### config.mk
export PLATFORM = sky130hd
export DESIGN_NAME = muldiv_unit
export DESIGN_NICKNAME = d
export VERILOG_FILES = /design/src/hdl/muldiv_pkg.sv /design/src/hdl/hilo_pkg.sv /design/src/hdl/div_iter.sv /design/src/hdl/hilo_regs.sv /design/src/hdl/mul_pipe.sv /design/src/hdl/muldiv_issue.sv /design/src/hdl/muldiv_unit.sv
export SDC_FILE = /design/constraint.sdc
export NUM_CORES = 2
export LEC_CHECK = 0
export BUFFER_PORTS_ARGS = -buffer_cell sky130_fd_sc_hd__buf_4
export CAP_MARGIN = 20
export CORE_MARGIN = 4
export CORE_UTILIZATION = 40
export CTS_BUF_LIST = sky130_fd_sc_hd__clkbuf_8
export CTS_CLUSTER_DIAMETER = 30
export DETAILED_ROUTE_END_ITERATION = 8
export PLACE_DENSITY_LB_ADDON = 0.25
export SLEW_MARGIN = 5
export SYNTH_ARGS = -nofsm -noshare
export SYNTH_HDL_FRONTEND = slang
export SYNTH_SLANG_ARGS = --single-unit
export TNS_END_PERCENT = 10
### constraint.sdc
create_clock -name aclk -period 10.35 [get_ports aclk]
set_input_delay 1.035 -clock aclk [delete_from_list [all_inputs] [get_ports aclk]]
set_output_delay 1.035 -clock aclk [all_outputs]
set_load 0.005 [all_outputs]
### src/hdl/muldiv_pkg.sv
////////////////////////////////////////////////////////////////////////////
// operation encoding, widths and latencies of the multiply/divide unit
// latencies count edges from the issue edge to the HI/LO write
////////////////////////////////////////////////////////////////////////////

package muldiv_pkg;

   localparam int data_w = 32;      // operand and HI/LO word width
   localparam int div_steps = 32;   // one quotient bit per step
   localparam int mul_latency = 3;
   localparam int div_latency = 36;

   typedef enum logic [2:0] {
      NOP   = 3'd0,
      MULT  = 3'd1,
      MULTU = 3'd2,
      DIV   = 3'd3,
      DIVU  = 3'd4,
      MTHI  = 3'd5,
      MTLO  = 3'd6
   } muldiv_op_e;

   // operands already extended to 33 bits, so the multiplier is always signed
   typedef struct packed {
      logic              valid;
      logic [data_w:0]   a;
      logic [data_w:0]   b;
   } mul_req_t;

   typedef struct packed {
      logic              valid;
      logic              is_signed;   // DIV when set, DIVU otherwise
      logic [data_w-1:0] dividend;
      logic [data_w-1:0] divisor;
   } div_req_t;

endpackage

### src/hdl/hilo_pkg.sv
////////////////////////////////////////////////////////////////////////////
// HI/LO write record shared by the multiplier, divider and move path
////////////////////////////////////////////////////////////////////////////

package hilo_pkg;

   typedef struct packed {
      logic                          we_hi;
      logic                          we_lo;
      logic [muldiv_pkg::data_w-1:0] hi;
      logic [muldiv_pkg::data_w-1:0] lo;
      logic                          done;   // completes one issued op
   } hilo_wr_t;

   // write sources, listed in falling priority
   typedef enum logic [1:0] {
      DIV  = 2'd0,
      MUL  = 2'd1,
      MOVE = 2'd2
   } hilo_src_e;

endpackage

### src/hdl/div_iter.sv
////////////////////////////////////////////////////////////////////////////
// restoring divider, one divide at a time; requests arriving while not idle
// are ignored. divide by zero gives quotient all ones, remainder = dividend
////////////////////////////////////////////////////////////////////////////

`timescale 1ns/10ps

module div_iter (
   input  logic                 aclk,
   input  logic                 rst,
   input  muldiv_pkg::div_req_t div_req,
   output hilo_pkg::hilo_wr_t   div_wr,
   output logic                 div_busy
);

   typedef enum logic [1:0] {
      IDLE,
      STEP,
      FIX,
      WRITE
   } state_e;

   state_e      state;
   logic [4:0]  count;      // step index
   logic        wr_q;       // result valid for hilo_regs
   logic [31:0] dvd_raw;    // original dividend, kept for divide by zero
   logic [31:0] dvs_mag;
   logic [31:0] quot;       // shifts out dividend bits, shifts in quotient
   logic [31:0] rem;
   logic        q_neg;
   logic        r_neg;
   logic        dvs_zero;
   logic        dvd_sign;
   logic        dvs_sign;
   logic [32:0] shifted;
   logic [33:0] diff;

   assign dvd_sign = div_req.is_signed & div_req.dividend[31];
   assign dvs_sign = div_req.is_signed & div_req.divisor[31];

   // one restoring step
   assign shifted = {rem, quot[31]};
   assign diff = {1'b0, shifted} - {2'b00, dvs_mag};

   always_ff @(posedge aclk or negedge rst) begin
      if (!rst) begin
         state <= IDLE;
         count <= '0;
         wr_q <= 1'b0;
      end else begin
         wr_q <= (state == WRITE);
         case (state)
            IDLE: begin
               if (div_req.valid) begin
                  state <= STEP;
                  count <= '0;
               end
            end
            STEP: begin
               count <= count + 5'd1;
               if (count == 5'(muldiv_pkg::div_steps - 1)) begin
                  state <= FIX;
               end
            end
            FIX:   state <= WRITE;
            WRITE: state <= IDLE;
            default: state <= IDLE;
         endcase
      end
   end

   // datapath
   always_ff @(posedge aclk) begin
      case (state)
         IDLE: begin
            if (div_req.valid) begin
               dvd_raw <= div_req.dividend;
               quot <= dvd_sign ? -div_req.dividend : div_req.dividend;
               dvs_mag <= dvs_sign ? -div_req.divisor : div_req.divisor;
               rem <= '0;
               q_neg <= dvd_sign ^ dvs_sign;
               r_neg <= dvd_sign;   // remainder follows the dividend
               dvs_zero <= (div_req.divisor == '0);
            end
         end
         STEP: begin
            if (!diff[33]) begin
               rem <= diff[31:0];
               quot <= {quot[30:0], 1'b1};
            end else begin
               rem <= shifted[31:0];
               quot <= {quot[30:0], 1'b0};
            end
         end
         FIX: begin
            if (dvs_zero) begin
               quot <= '1;
               rem <= dvd_raw;
            end else begin
               quot <= q_neg ? -quot : quot;   // min / -1 wraps to min
               rem <= r_neg ? -rem : rem;
            end
         end
         default: ;   // hold result during the write
      endcase
   end

   // stays high through the cycle in which HI/LO take the result
   assign div_busy = (state != IDLE) | wr_q;

   always_comb begin
      div_wr.we_hi = wr_q;
      div_wr.we_lo = wr_q;
      div_wr.hi = rem;
      div_wr.lo = quot;
      div_wr.done = wr_q;
   end

endmodule

### src/hdl/hilo_regs.sv
////////////////////////////////////////////////////////////////////////////
// architectural HI/LO; one write per cycle, divider first, then multiplier
// then move. a losing write is lost, the issuer keeps them apart
////////////////////////////////////////////////////////////////////////////

`timescale 1ns/10ps

module hilo_regs (
   input  logic               aclk,
   input  logic               rst,
   input  hilo_pkg::hilo_wr_t mul_wr,
   input  hilo_pkg::hilo_wr_t div_wr,
   input  hilo_pkg::hilo_wr_t move_wr,
   output logic [31:0]        hi,
   output logic [31:0]        lo,
   output logic               done
);

   hilo_pkg::hilo_src_e src;
   hilo_pkg::hilo_wr_t  sel;

   always_comb begin
      if (div_wr.done) begin
         src = hilo_pkg::DIV;
      end else if (mul_wr.done) begin
         src = hilo_pkg::MUL;
      end else begin
         src = hilo_pkg::MOVE;   // also the idle choice, enables are low
      end
   end

   always_comb begin
      case (src)
         hilo_pkg::DIV: sel = div_wr;
         hilo_pkg::MUL: sel = mul_wr;
         default:       sel = move_wr;
      endcase
   end

   always_ff @(posedge aclk or negedge rst) begin
      if (!rst) begin
         hi <= '0;
         lo <= '0;
         done <= 1'b0;
      end else begin
         if (sel.we_hi) begin
            hi <= sel.hi;
         end
         if (sel.we_lo) begin
            lo <= sel.lo;
         end
         done <= sel.done;   // pulse in the cycle after the write
      end
   end

endmodule

### src/hdl/mul_pipe.sv
////////////////////////////////////////////////////////////////////////////
// two-stage multiplier that accepts a new request every cycle
////////////////////////////////////////////////////////////////////////////

`timescale 1ns/10ps

module mul_pipe (
   input  logic                 aclk,
   input  logic                 rst,
   input  muldiv_pkg::mul_req_t mul_req,
   output hilo_pkg::hilo_wr_t   mul_wr
);

   logic signed [65:0] prod_s1;   // full 33x33 product
   logic               valid_s1;
   logic [31:0]        hi_s2;
   logic [31:0]        lo_s2;
   logic               valid_s2;

   always_ff @(posedge aclk or negedge rst) begin
      if (!rst) begin
         valid_s1 <= 1'b0;
         valid_s2 <= 1'b0;
      end else begin
         valid_s1 <= mul_req.valid;
         valid_s2 <= valid_s1;
      end
   end

   // stage one multiplies the extended operands
   always_ff @(posedge aclk) begin
      if (mul_req.valid) begin
         prod_s1 <= 66'($signed(mul_req.a)) * 66'($signed(mul_req.b));
      end
   end

   // stage two keeps the low 64 bits as HI and LO
   always_ff @(posedge aclk) begin
      if (valid_s1) begin
         hi_s2 <= prod_s1[63:32];
         lo_s2 <= prod_s1[31:0];
      end
   end

   always_comb begin
      mul_wr.we_hi = valid_s2;
      mul_wr.we_lo = valid_s2;
      mul_wr.hi = hi_s2;
      mul_wr.lo = lo_s2;
      mul_wr.done = valid_s2;
   end

endmodule

### src/hdl/muldiv_issue.sv
////////////////////////////////////////////////////////////////////////////
// issue side; an issue strobe seen while busy is high is dropped silently
////////////////////////////////////////////////////////////////////////////

`timescale 1ns/10ps

module muldiv_issue (
   input  logic                   aclk,
   input  logic                   rst,
   input  logic                   issue,
   input  muldiv_pkg::muldiv_op_e op,
   input  logic [31:0]            a,
   input  logic [31:0]            b,
   input  logic                   div_busy,
   output muldiv_pkg::mul_req_t   mul_req,
   output muldiv_pkg::div_req_t   div_req,
   output hilo_pkg::hilo_wr_t     move_wr,
   output logic                   busy
);

   logic        accept;
   logic        is_mul;
   logic        is_div;
   logic        is_move;
   logic        is_signed;
   logic [32:0] ext_a;
   logic [32:0] ext_b;

   // divider busy comes one edge late, the launched request covers that gap
   assign busy = div_req.valid | div_busy;
   assign accept = issue & ~busy;

   always_comb begin
      is_mul = 1'b0;
      is_div = 1'b0;
      is_move = 1'b0;
      is_signed = 1'b0;
      case (op)
         muldiv_pkg::MULT: begin
            is_mul = 1'b1;
            is_signed = 1'b1;
         end
         muldiv_pkg::MULTU: is_mul = 1'b1;
         muldiv_pkg::DIV: begin
            is_div = 1'b1;
            is_signed = 1'b1;
         end
         muldiv_pkg::DIVU: is_div = 1'b1;
         muldiv_pkg::MTHI,
         muldiv_pkg::MTLO: is_move = 1'b1;
         default: ;   // NOP
      endcase
   end

   // sign extension only for MULT
   assign ext_a = {is_signed & a[31], a};
   assign ext_b = {is_signed & b[31], b};

   always_ff @(posedge aclk or negedge rst) begin
      if (!rst) begin
         mul_req <= '0;
         div_req <= '0;
         move_wr <= '0;
      end else begin
         mul_req.valid <= accept & is_mul;
         mul_req.a <= ext_a;
         mul_req.b <= ext_b;
         div_req.valid <= accept & is_div;
         div_req.is_signed <= is_signed;
         div_req.dividend <= a;
         div_req.divisor <= b;
         move_wr.we_hi <= accept & (op == muldiv_pkg::MTHI);
         move_wr.we_lo <= accept & (op == muldiv_pkg::MTLO);
         move_wr.hi <= a;   // both words carry operand a
         move_wr.lo <= a;
         move_wr.done <= accept & is_move;
      end
   end

endmodule

### src/hdl/muldiv_unit.sv
////////////////////////////////////////////////////////////////////////////
// multiply/divide unit with HI/LO; issue only while busy is low
// no ordering between a move and a multiply still in flight
////////////////////////////////////////////////////////////////////////////

`timescale 1ns/10ps

module muldiv_unit (
   input  logic                   aclk,
   input  logic                   rst,
   input  logic                   issue,
   input  muldiv_pkg::muldiv_op_e op,
   input  logic [31:0]            a,
   input  logic [31:0]            b,
   output logic [31:0]            hi,
   output logic [31:0]            lo,
   output logic                   busy,
   output logic                   done
);

   muldiv_pkg::mul_req_t mul_req;
   muldiv_pkg::div_req_t div_req;
   hilo_pkg::hilo_wr_t   move_wr;
   hilo_pkg::hilo_wr_t   mul_wr;
   hilo_pkg::hilo_wr_t   div_wr;
   logic                 div_busy;

   muldiv_issue u_issue (
      .aclk     (aclk),
      .rst      (rst),
      .issue    (issue),
      .op       (op),
      .a        (a),
      .b        (b),
      .div_busy (div_busy),
      .mul_req  (mul_req),
      .div_req  (div_req),
      .move_wr  (move_wr),
      .busy     (busy)
   );

   mul_pipe u_mul (
      .aclk    (aclk),
      .rst     (rst),
      .mul_req (mul_req),
      .mul_wr  (mul_wr)
   );

   div_iter u_div (
      .aclk     (aclk),
      .rst      (rst),
      .div_req  (div_req),
      .div_wr   (div_wr),
      .div_busy (div_busy)
   );

   hilo_regs u_hilo (
      .aclk    (aclk),
      .rst     (rst),
      .mul_wr  (mul_wr),
      .div_wr  (div_wr),
      .move_wr (move_wr),
      .hi      (hi),
      .lo      (lo),
      .done    (done)
   );

endmodule

# Word-level counts from Yosys, hierarchy flattened
# Index checks and enable logic that the tools add are counted.
# totals
ff_bits,470
inputBits,70
# classes
add_sub_neg,6
mul,1
n_eq_ne,15
mux,24
bitwise,14
n_reduce_logical,15
# ops
cell,count
$mux W32,9
$pmux W32 S3,2
$pmux W67 S2,1
$neg A32 Y32,4
$mul A33 B33 Y64,1
$sub A33 B32 Y34,1
$logic_not A32 Y1,1
$and A1 B1 Y1,10
$pmux W5 S2,1
$eq A3 B3 Y1 const B,3
$mux W2,4
$pmux W2 S4,1
$reduce_or A2 Y1,4
$eq A3 B2 Y1 const B,2
$ne A3 B1 Y1 const B,2
$reduce_and A2 Y1,3
$reduce_and A3 Y1,2
$add A5 B1 Y5 const B,1
$eq A5 B5 Y1 const B,1
$mux W1,5
$mux W5,1
$eq A2 B1 Y1 const B,2
$eq A2 B2 Y1 const B,2
$logic_not A2 Y1,2
8 further kinds,10

# Depth between registers and ports, before layout
# logic_depth
word_depth,6
mapped_depth,30
depth_no_buf,27

# Hierarchy
# A second synthesis with hierarchy kept.
# unflattened
hier_cells,6127
hier_area_um2,59955.0
# modules_own_cells
mod,instances,cells_per_inst,area_per_inst_um2,seq_area_each_um2
mul_pipe,1,4245,42034.1,3893.7
div_iter,1,1161,10496.3,4134.0
hilo_regs,1,507,4555.6,1626.6
muldiv_issue,1,214,2869.0,1801.7

# Least setup slack after synthesis
# No wires, ideal clock.
# synth_path
path_kind,register to register
from,"register, netlist name u_issue.mul_req[52]"
to,register u_mul.prod_s1[52] (data pin)
setup_time_ps,265
arrival_ps,7791
required_ps,10085
slack_ps,2293
path_stages_with_launch,29
cell_sequence,dfrtp_1 -> clkbuf_1 -> clkbuf_1 -> and2_1 -> fa_1 -> inv_1 -> fa_1 -> inv_1 -> fa_1 -> inv_1 -> fa_1 -> fa_1 -> fa_1 -> inv_1 -> fa_1 -> inv_1 -> fa_1 -> inv_1 -> ha_1 -> a2111oi_0 -> o21ai_0 -> o21ai_0 -> or3b_2 -> o21a_1 -> o21ai_1 -> a21oi_1 -> a221oi_2 -> nor3_1 -> or3_1
# synth_via
elab_chain_len,1
# synth_rtl
element,line,rtl
$mul A33 B33 Y64,mul_pipe.sv:33,prod_s1 <= 66'($signed(mul_req.a)) * 66'($signed(mul_req.b));
"end signal, assigned",mul_pipe.sv:33,
"end, declared",mul_pipe.sv:14,logic signed [65:0] prod_s1;
# Every way passes these cells.
# A chain may end at the register's enable or synchronous reset.

# Worst setup path in the final report
# layout_path
from,"register, netlist name u_issue.mul_req[45]"
to,register u_mul.prod_s1[61] (data pin)
# layout_via
elab_chain_len,1
# layout_rtl
element,line
$mul A33 B33 Y64,mul_pipe.sv:33
# Every way passes these cells.

==> run_results.csv <==
group,metric,value,unit
run_status,status,"complete, no violations",
cts,htreeDepth,3,
placement,gp_congestion,0.9743,
timing,skew,106.2,ps
logic_synthesis,synth_cell_types,76,
die,die_w,387.8,um
critical_path,path_max_fanout,25,
timing,min_period_over_period,87.61,%
detailed_routing,wire_per_inst,23.08,um
cts,cts_tree,"done",
critical_path,critical-path-top-delay-family,"adder cells",
detailed_routing,detail-route-antenna-nets,0,
finish,syn_to_final_growth,10.10,%
critical_path,max_stage_delay,960,ps
placement,post-dp-hpwl,145.2,mm
detailed_routing,dr.pass1.iters,6,
global_routing,antenna_found_initial,15,
logic_synthesis,syn_avg_cell_area,9.717,um2
timing,final_hold_viol_count,0,
global_routing,grt_max_degree,70,
detailed_routing,drt-total-wl,183.6,mm
detailed_routing,drt_iter0_drc,3824,
detailed_routing,vias,42000,
timing,setup_viol,0,
cts,clockRootBuffer,"clkbuf_8",
logic_synthesis,netlist_area,0.05769,mm2
cts,clk_path_buf_depth,3,
finish,layout.nets,7407,
global_routing,overflow,0,
logic_synthesis,synthFlopType,"edfxtp_1",
cts,cts.clk_slew.worst_paths,60,ps
logic_synthesis,ys_ff_latch,406,
critical_path,worstPathRequired,10910,ps
critical_path,critical_path_class,"flip-flop to flip-flop",
timing,hold_slack,282.2,ps
timing,worstMarginPinSlew,1206,ps
timing,fin_crit,9068,ps
global_routing,grt_pass1_wl,281.5,mm
cts,cts_resized,0,
placement,place_inst,7753,
die,boundaryPins,136,
timing,rsz0062_at_grt,"no",
hold_path,min_path_type,"input port to async pin",
critical_path,cp_common_cell,"fa_1",
timing,fmax,0.1103,GHz
detailed_routing,viasPerCell,5.279,
cts,post-cts-setup-buffers,0,
die,die-height,387.8,um
timing,slew_violations,0,
logic_synthesis,ys_seq_area_share,19.86,%
critical_path,crit_path_end_kind,"flip-flop",
die,dieArea,0.1504,mm2
cts,insertion_delay,830,ps
cts,cts_hold_buf,0,
die,core_area,0.1435,mm2
critical_path,arrival,9630,ps
placement,port_buffers,135,
detailed_routing,drt_drc_violations_left,0,
logic_synthesis,async_flop_share,36.21,%
finish,drive_gt1_share,8.216,%
die,initial_core_util,40.21,%
logic_synthesis,synth-edff-count,259,
critical_path,ff2ff_setup_slack,1280,ps
cts,cts_inserted_buffers,105,
logic_synthesis,syn-instance-count,5937,
critical_path,critical_path_buf_inv_count,7,
global_routing,grt.total_usage,24.69,%
flow_run,drv_cap,0,
global_routing,grt_pass1_vias,44510,
timing,tns,0,ps
die,fp-row-count,139,
finish,stdcell_count,7956,
critical_path,cp-start-kind,"flip-flop",
logic_synthesis,synth_warnings,0,
cts,cts.sinks,406,
critical_path,cp_slowest_cell,"dfrtp_1",
logic_synthesis,synthesis.nets,7387,
timing,slew-limit-headroom,18.88,%
[flip-flops by register name, summed over array words and instances, names as in the netlist, 3 cells and up]
register	count
u_hilo.lo	32
u_issue.move_wr	3
u_div.count	5
u_div.quot	32
u_mul.prod_s1	64
u_hilo.hi	32
u_div.dvd_raw	32
u_div.rem	32
u_issue.mul_req	67
u_div.dvs_mag	32
u_mul.hi_s2	32
u_mul.lo_s2	32
[stage by stage]
step,setup slack (ps),area (um2),util [%]
3_5_place_dp,1218,60870,42.42
4_1_cts,1281,63510,44.26
3_3_place_gp,1309,60850,42.41
5_1_grt,883.8,63510,44.27
6_report,1282,63520,44.27
2_1_floorplan,2293,57690,-
[cells in the final DEF (no fill, tap or decap), types with 16 or more instances in the layout]
cell type / Yosys / final
ha_1: 254 / 253
a211oi_1: 16 / 16
a21o_1: 45 / 45
clkbuf_8: 0 / 119
o22ai_1: 19 / 19
a21oi_1: 195 / 195
dfrtp_2: 0 / 17
nand2_1: 662 / 662
inv_1: 1185 / 1201
o21ai_0: 115 / 115
a31oi_1: 40 / 40
fa_1: 1126 / 1126
nor2b_1: 44 / 44
and2_1: 548 / 547
nand2b_1: 24 / 24
dfrtp_1: 147 / 128
nor2_1: 302 / 302
and3_1: 16 / 16
edfxtp_1: 259 / 259
or4_1: 19 / 19
xnor2_1: 117 / 117
mux2i_1: 20 / 20
xor2_1: 96 / 96
nor4_1: 24 / 24
nand3_1: 22 / 22
buf_4: 0 / 264
bufinv_16: 0 / 19
nor3_1: 44 / 42
a221oi_1: 63 / 63
[synthesized netlist by cell type (all sizes together), types with 117 or more instances]
cell | number | share of area [%]
nor2 | 302 | 2.0
nand2 | 662 | 4.3
edfxtp | 259 | 13
and2 | 549 | 6.0
clkbuf | 311 | 2.0
a21oi | 195 | 1.7
inv | 1185 | 7.7
xnor2 | 117 | 1.8
o21ai | 117 | 1.0
ha | 254 | 5.5
dfrtp | 147 | 6.4
fa | 1126 | 39
[kinds of logic after synthesis]
logic type | Yosys count | share of synthesized area (%)
simple gates | 1755 | 14.83
mux | 20 | 0.3470
xor+xnor | 213 | 3.234
flops | 406 | 19.86
fa+ha+maj | 1380 | 44.58
compound gates | 619 | 7.081
buf+inv | 1544 | 10.06
[worst register-to-register path: stages, from the launching register on]
cell and delay (ps):
dfrtp_1 960, buf_4 510, and2_1 220, fa_1 420
inv_1 80, fa_1 440, fa_1 560, inv_1 60
fa_1 490, inv_1 50, fa_1 530, inv_1 50
fa_1 450, fa_1 490, inv_1 50, fa_1 470
inv_1 40, ha_1 340, and4_1 240, a221oi_1 340
o311ai_0 250, a211oi_4 490, o41a_1 240, o21bai_1 110
a221oi_1 600, o21ai_0 230, xor2_1 170
[per-layer routing]
metal	up-vias	GRT usage (%)	wire length, um	part of all wire, %
met3	271	5.258	16650	9.1
li1	18210	-	-	-
met5	-	0	41	0.022
met1	21710	35.02	78590	43
met4	6	7.850	6495	3.5
met2	1808	37.97	81850	45
[path summary, 6_finish.rpt]
kind	start	to	cells past startpoint
worst max-delay path	u_issue.mul_req[45]	u_mul.prod_s1[61]	26
worst min-delay path	rst	u_issue.mul_req[65]	1
worst max register to register	u_issue.mul_req[45]	u_mul.prod_s1[61]	26
worst min register to register	u_mul.prod_s1[1]	u_mul.lo_s2[1]	0
max in group asynchronous	rst	u_div.wr_q	2
min in group aclk	b[18]	u_issue.mul_req[18]	1
[final cells by class]
| type | instances | area, um2 |
|---|---|---|
| clock buffer | 119 | 1638 |
| clock inverter | 80 | 1006 |
| tap | 1903 | 2381 |
| multi-input combinational | 3987 | 40440 |
| sequential | 406 | 11480 |
| fill | 13750 | 79960 |
| inverter | 1186 | 4452 |
| timing repair buffer | 271 | 2105 |
| antenna | 4 | 10.01 |
Power is not shown: default switching activity piles up to over one toggle a cycle in this logic, so the estimate is an artifact.
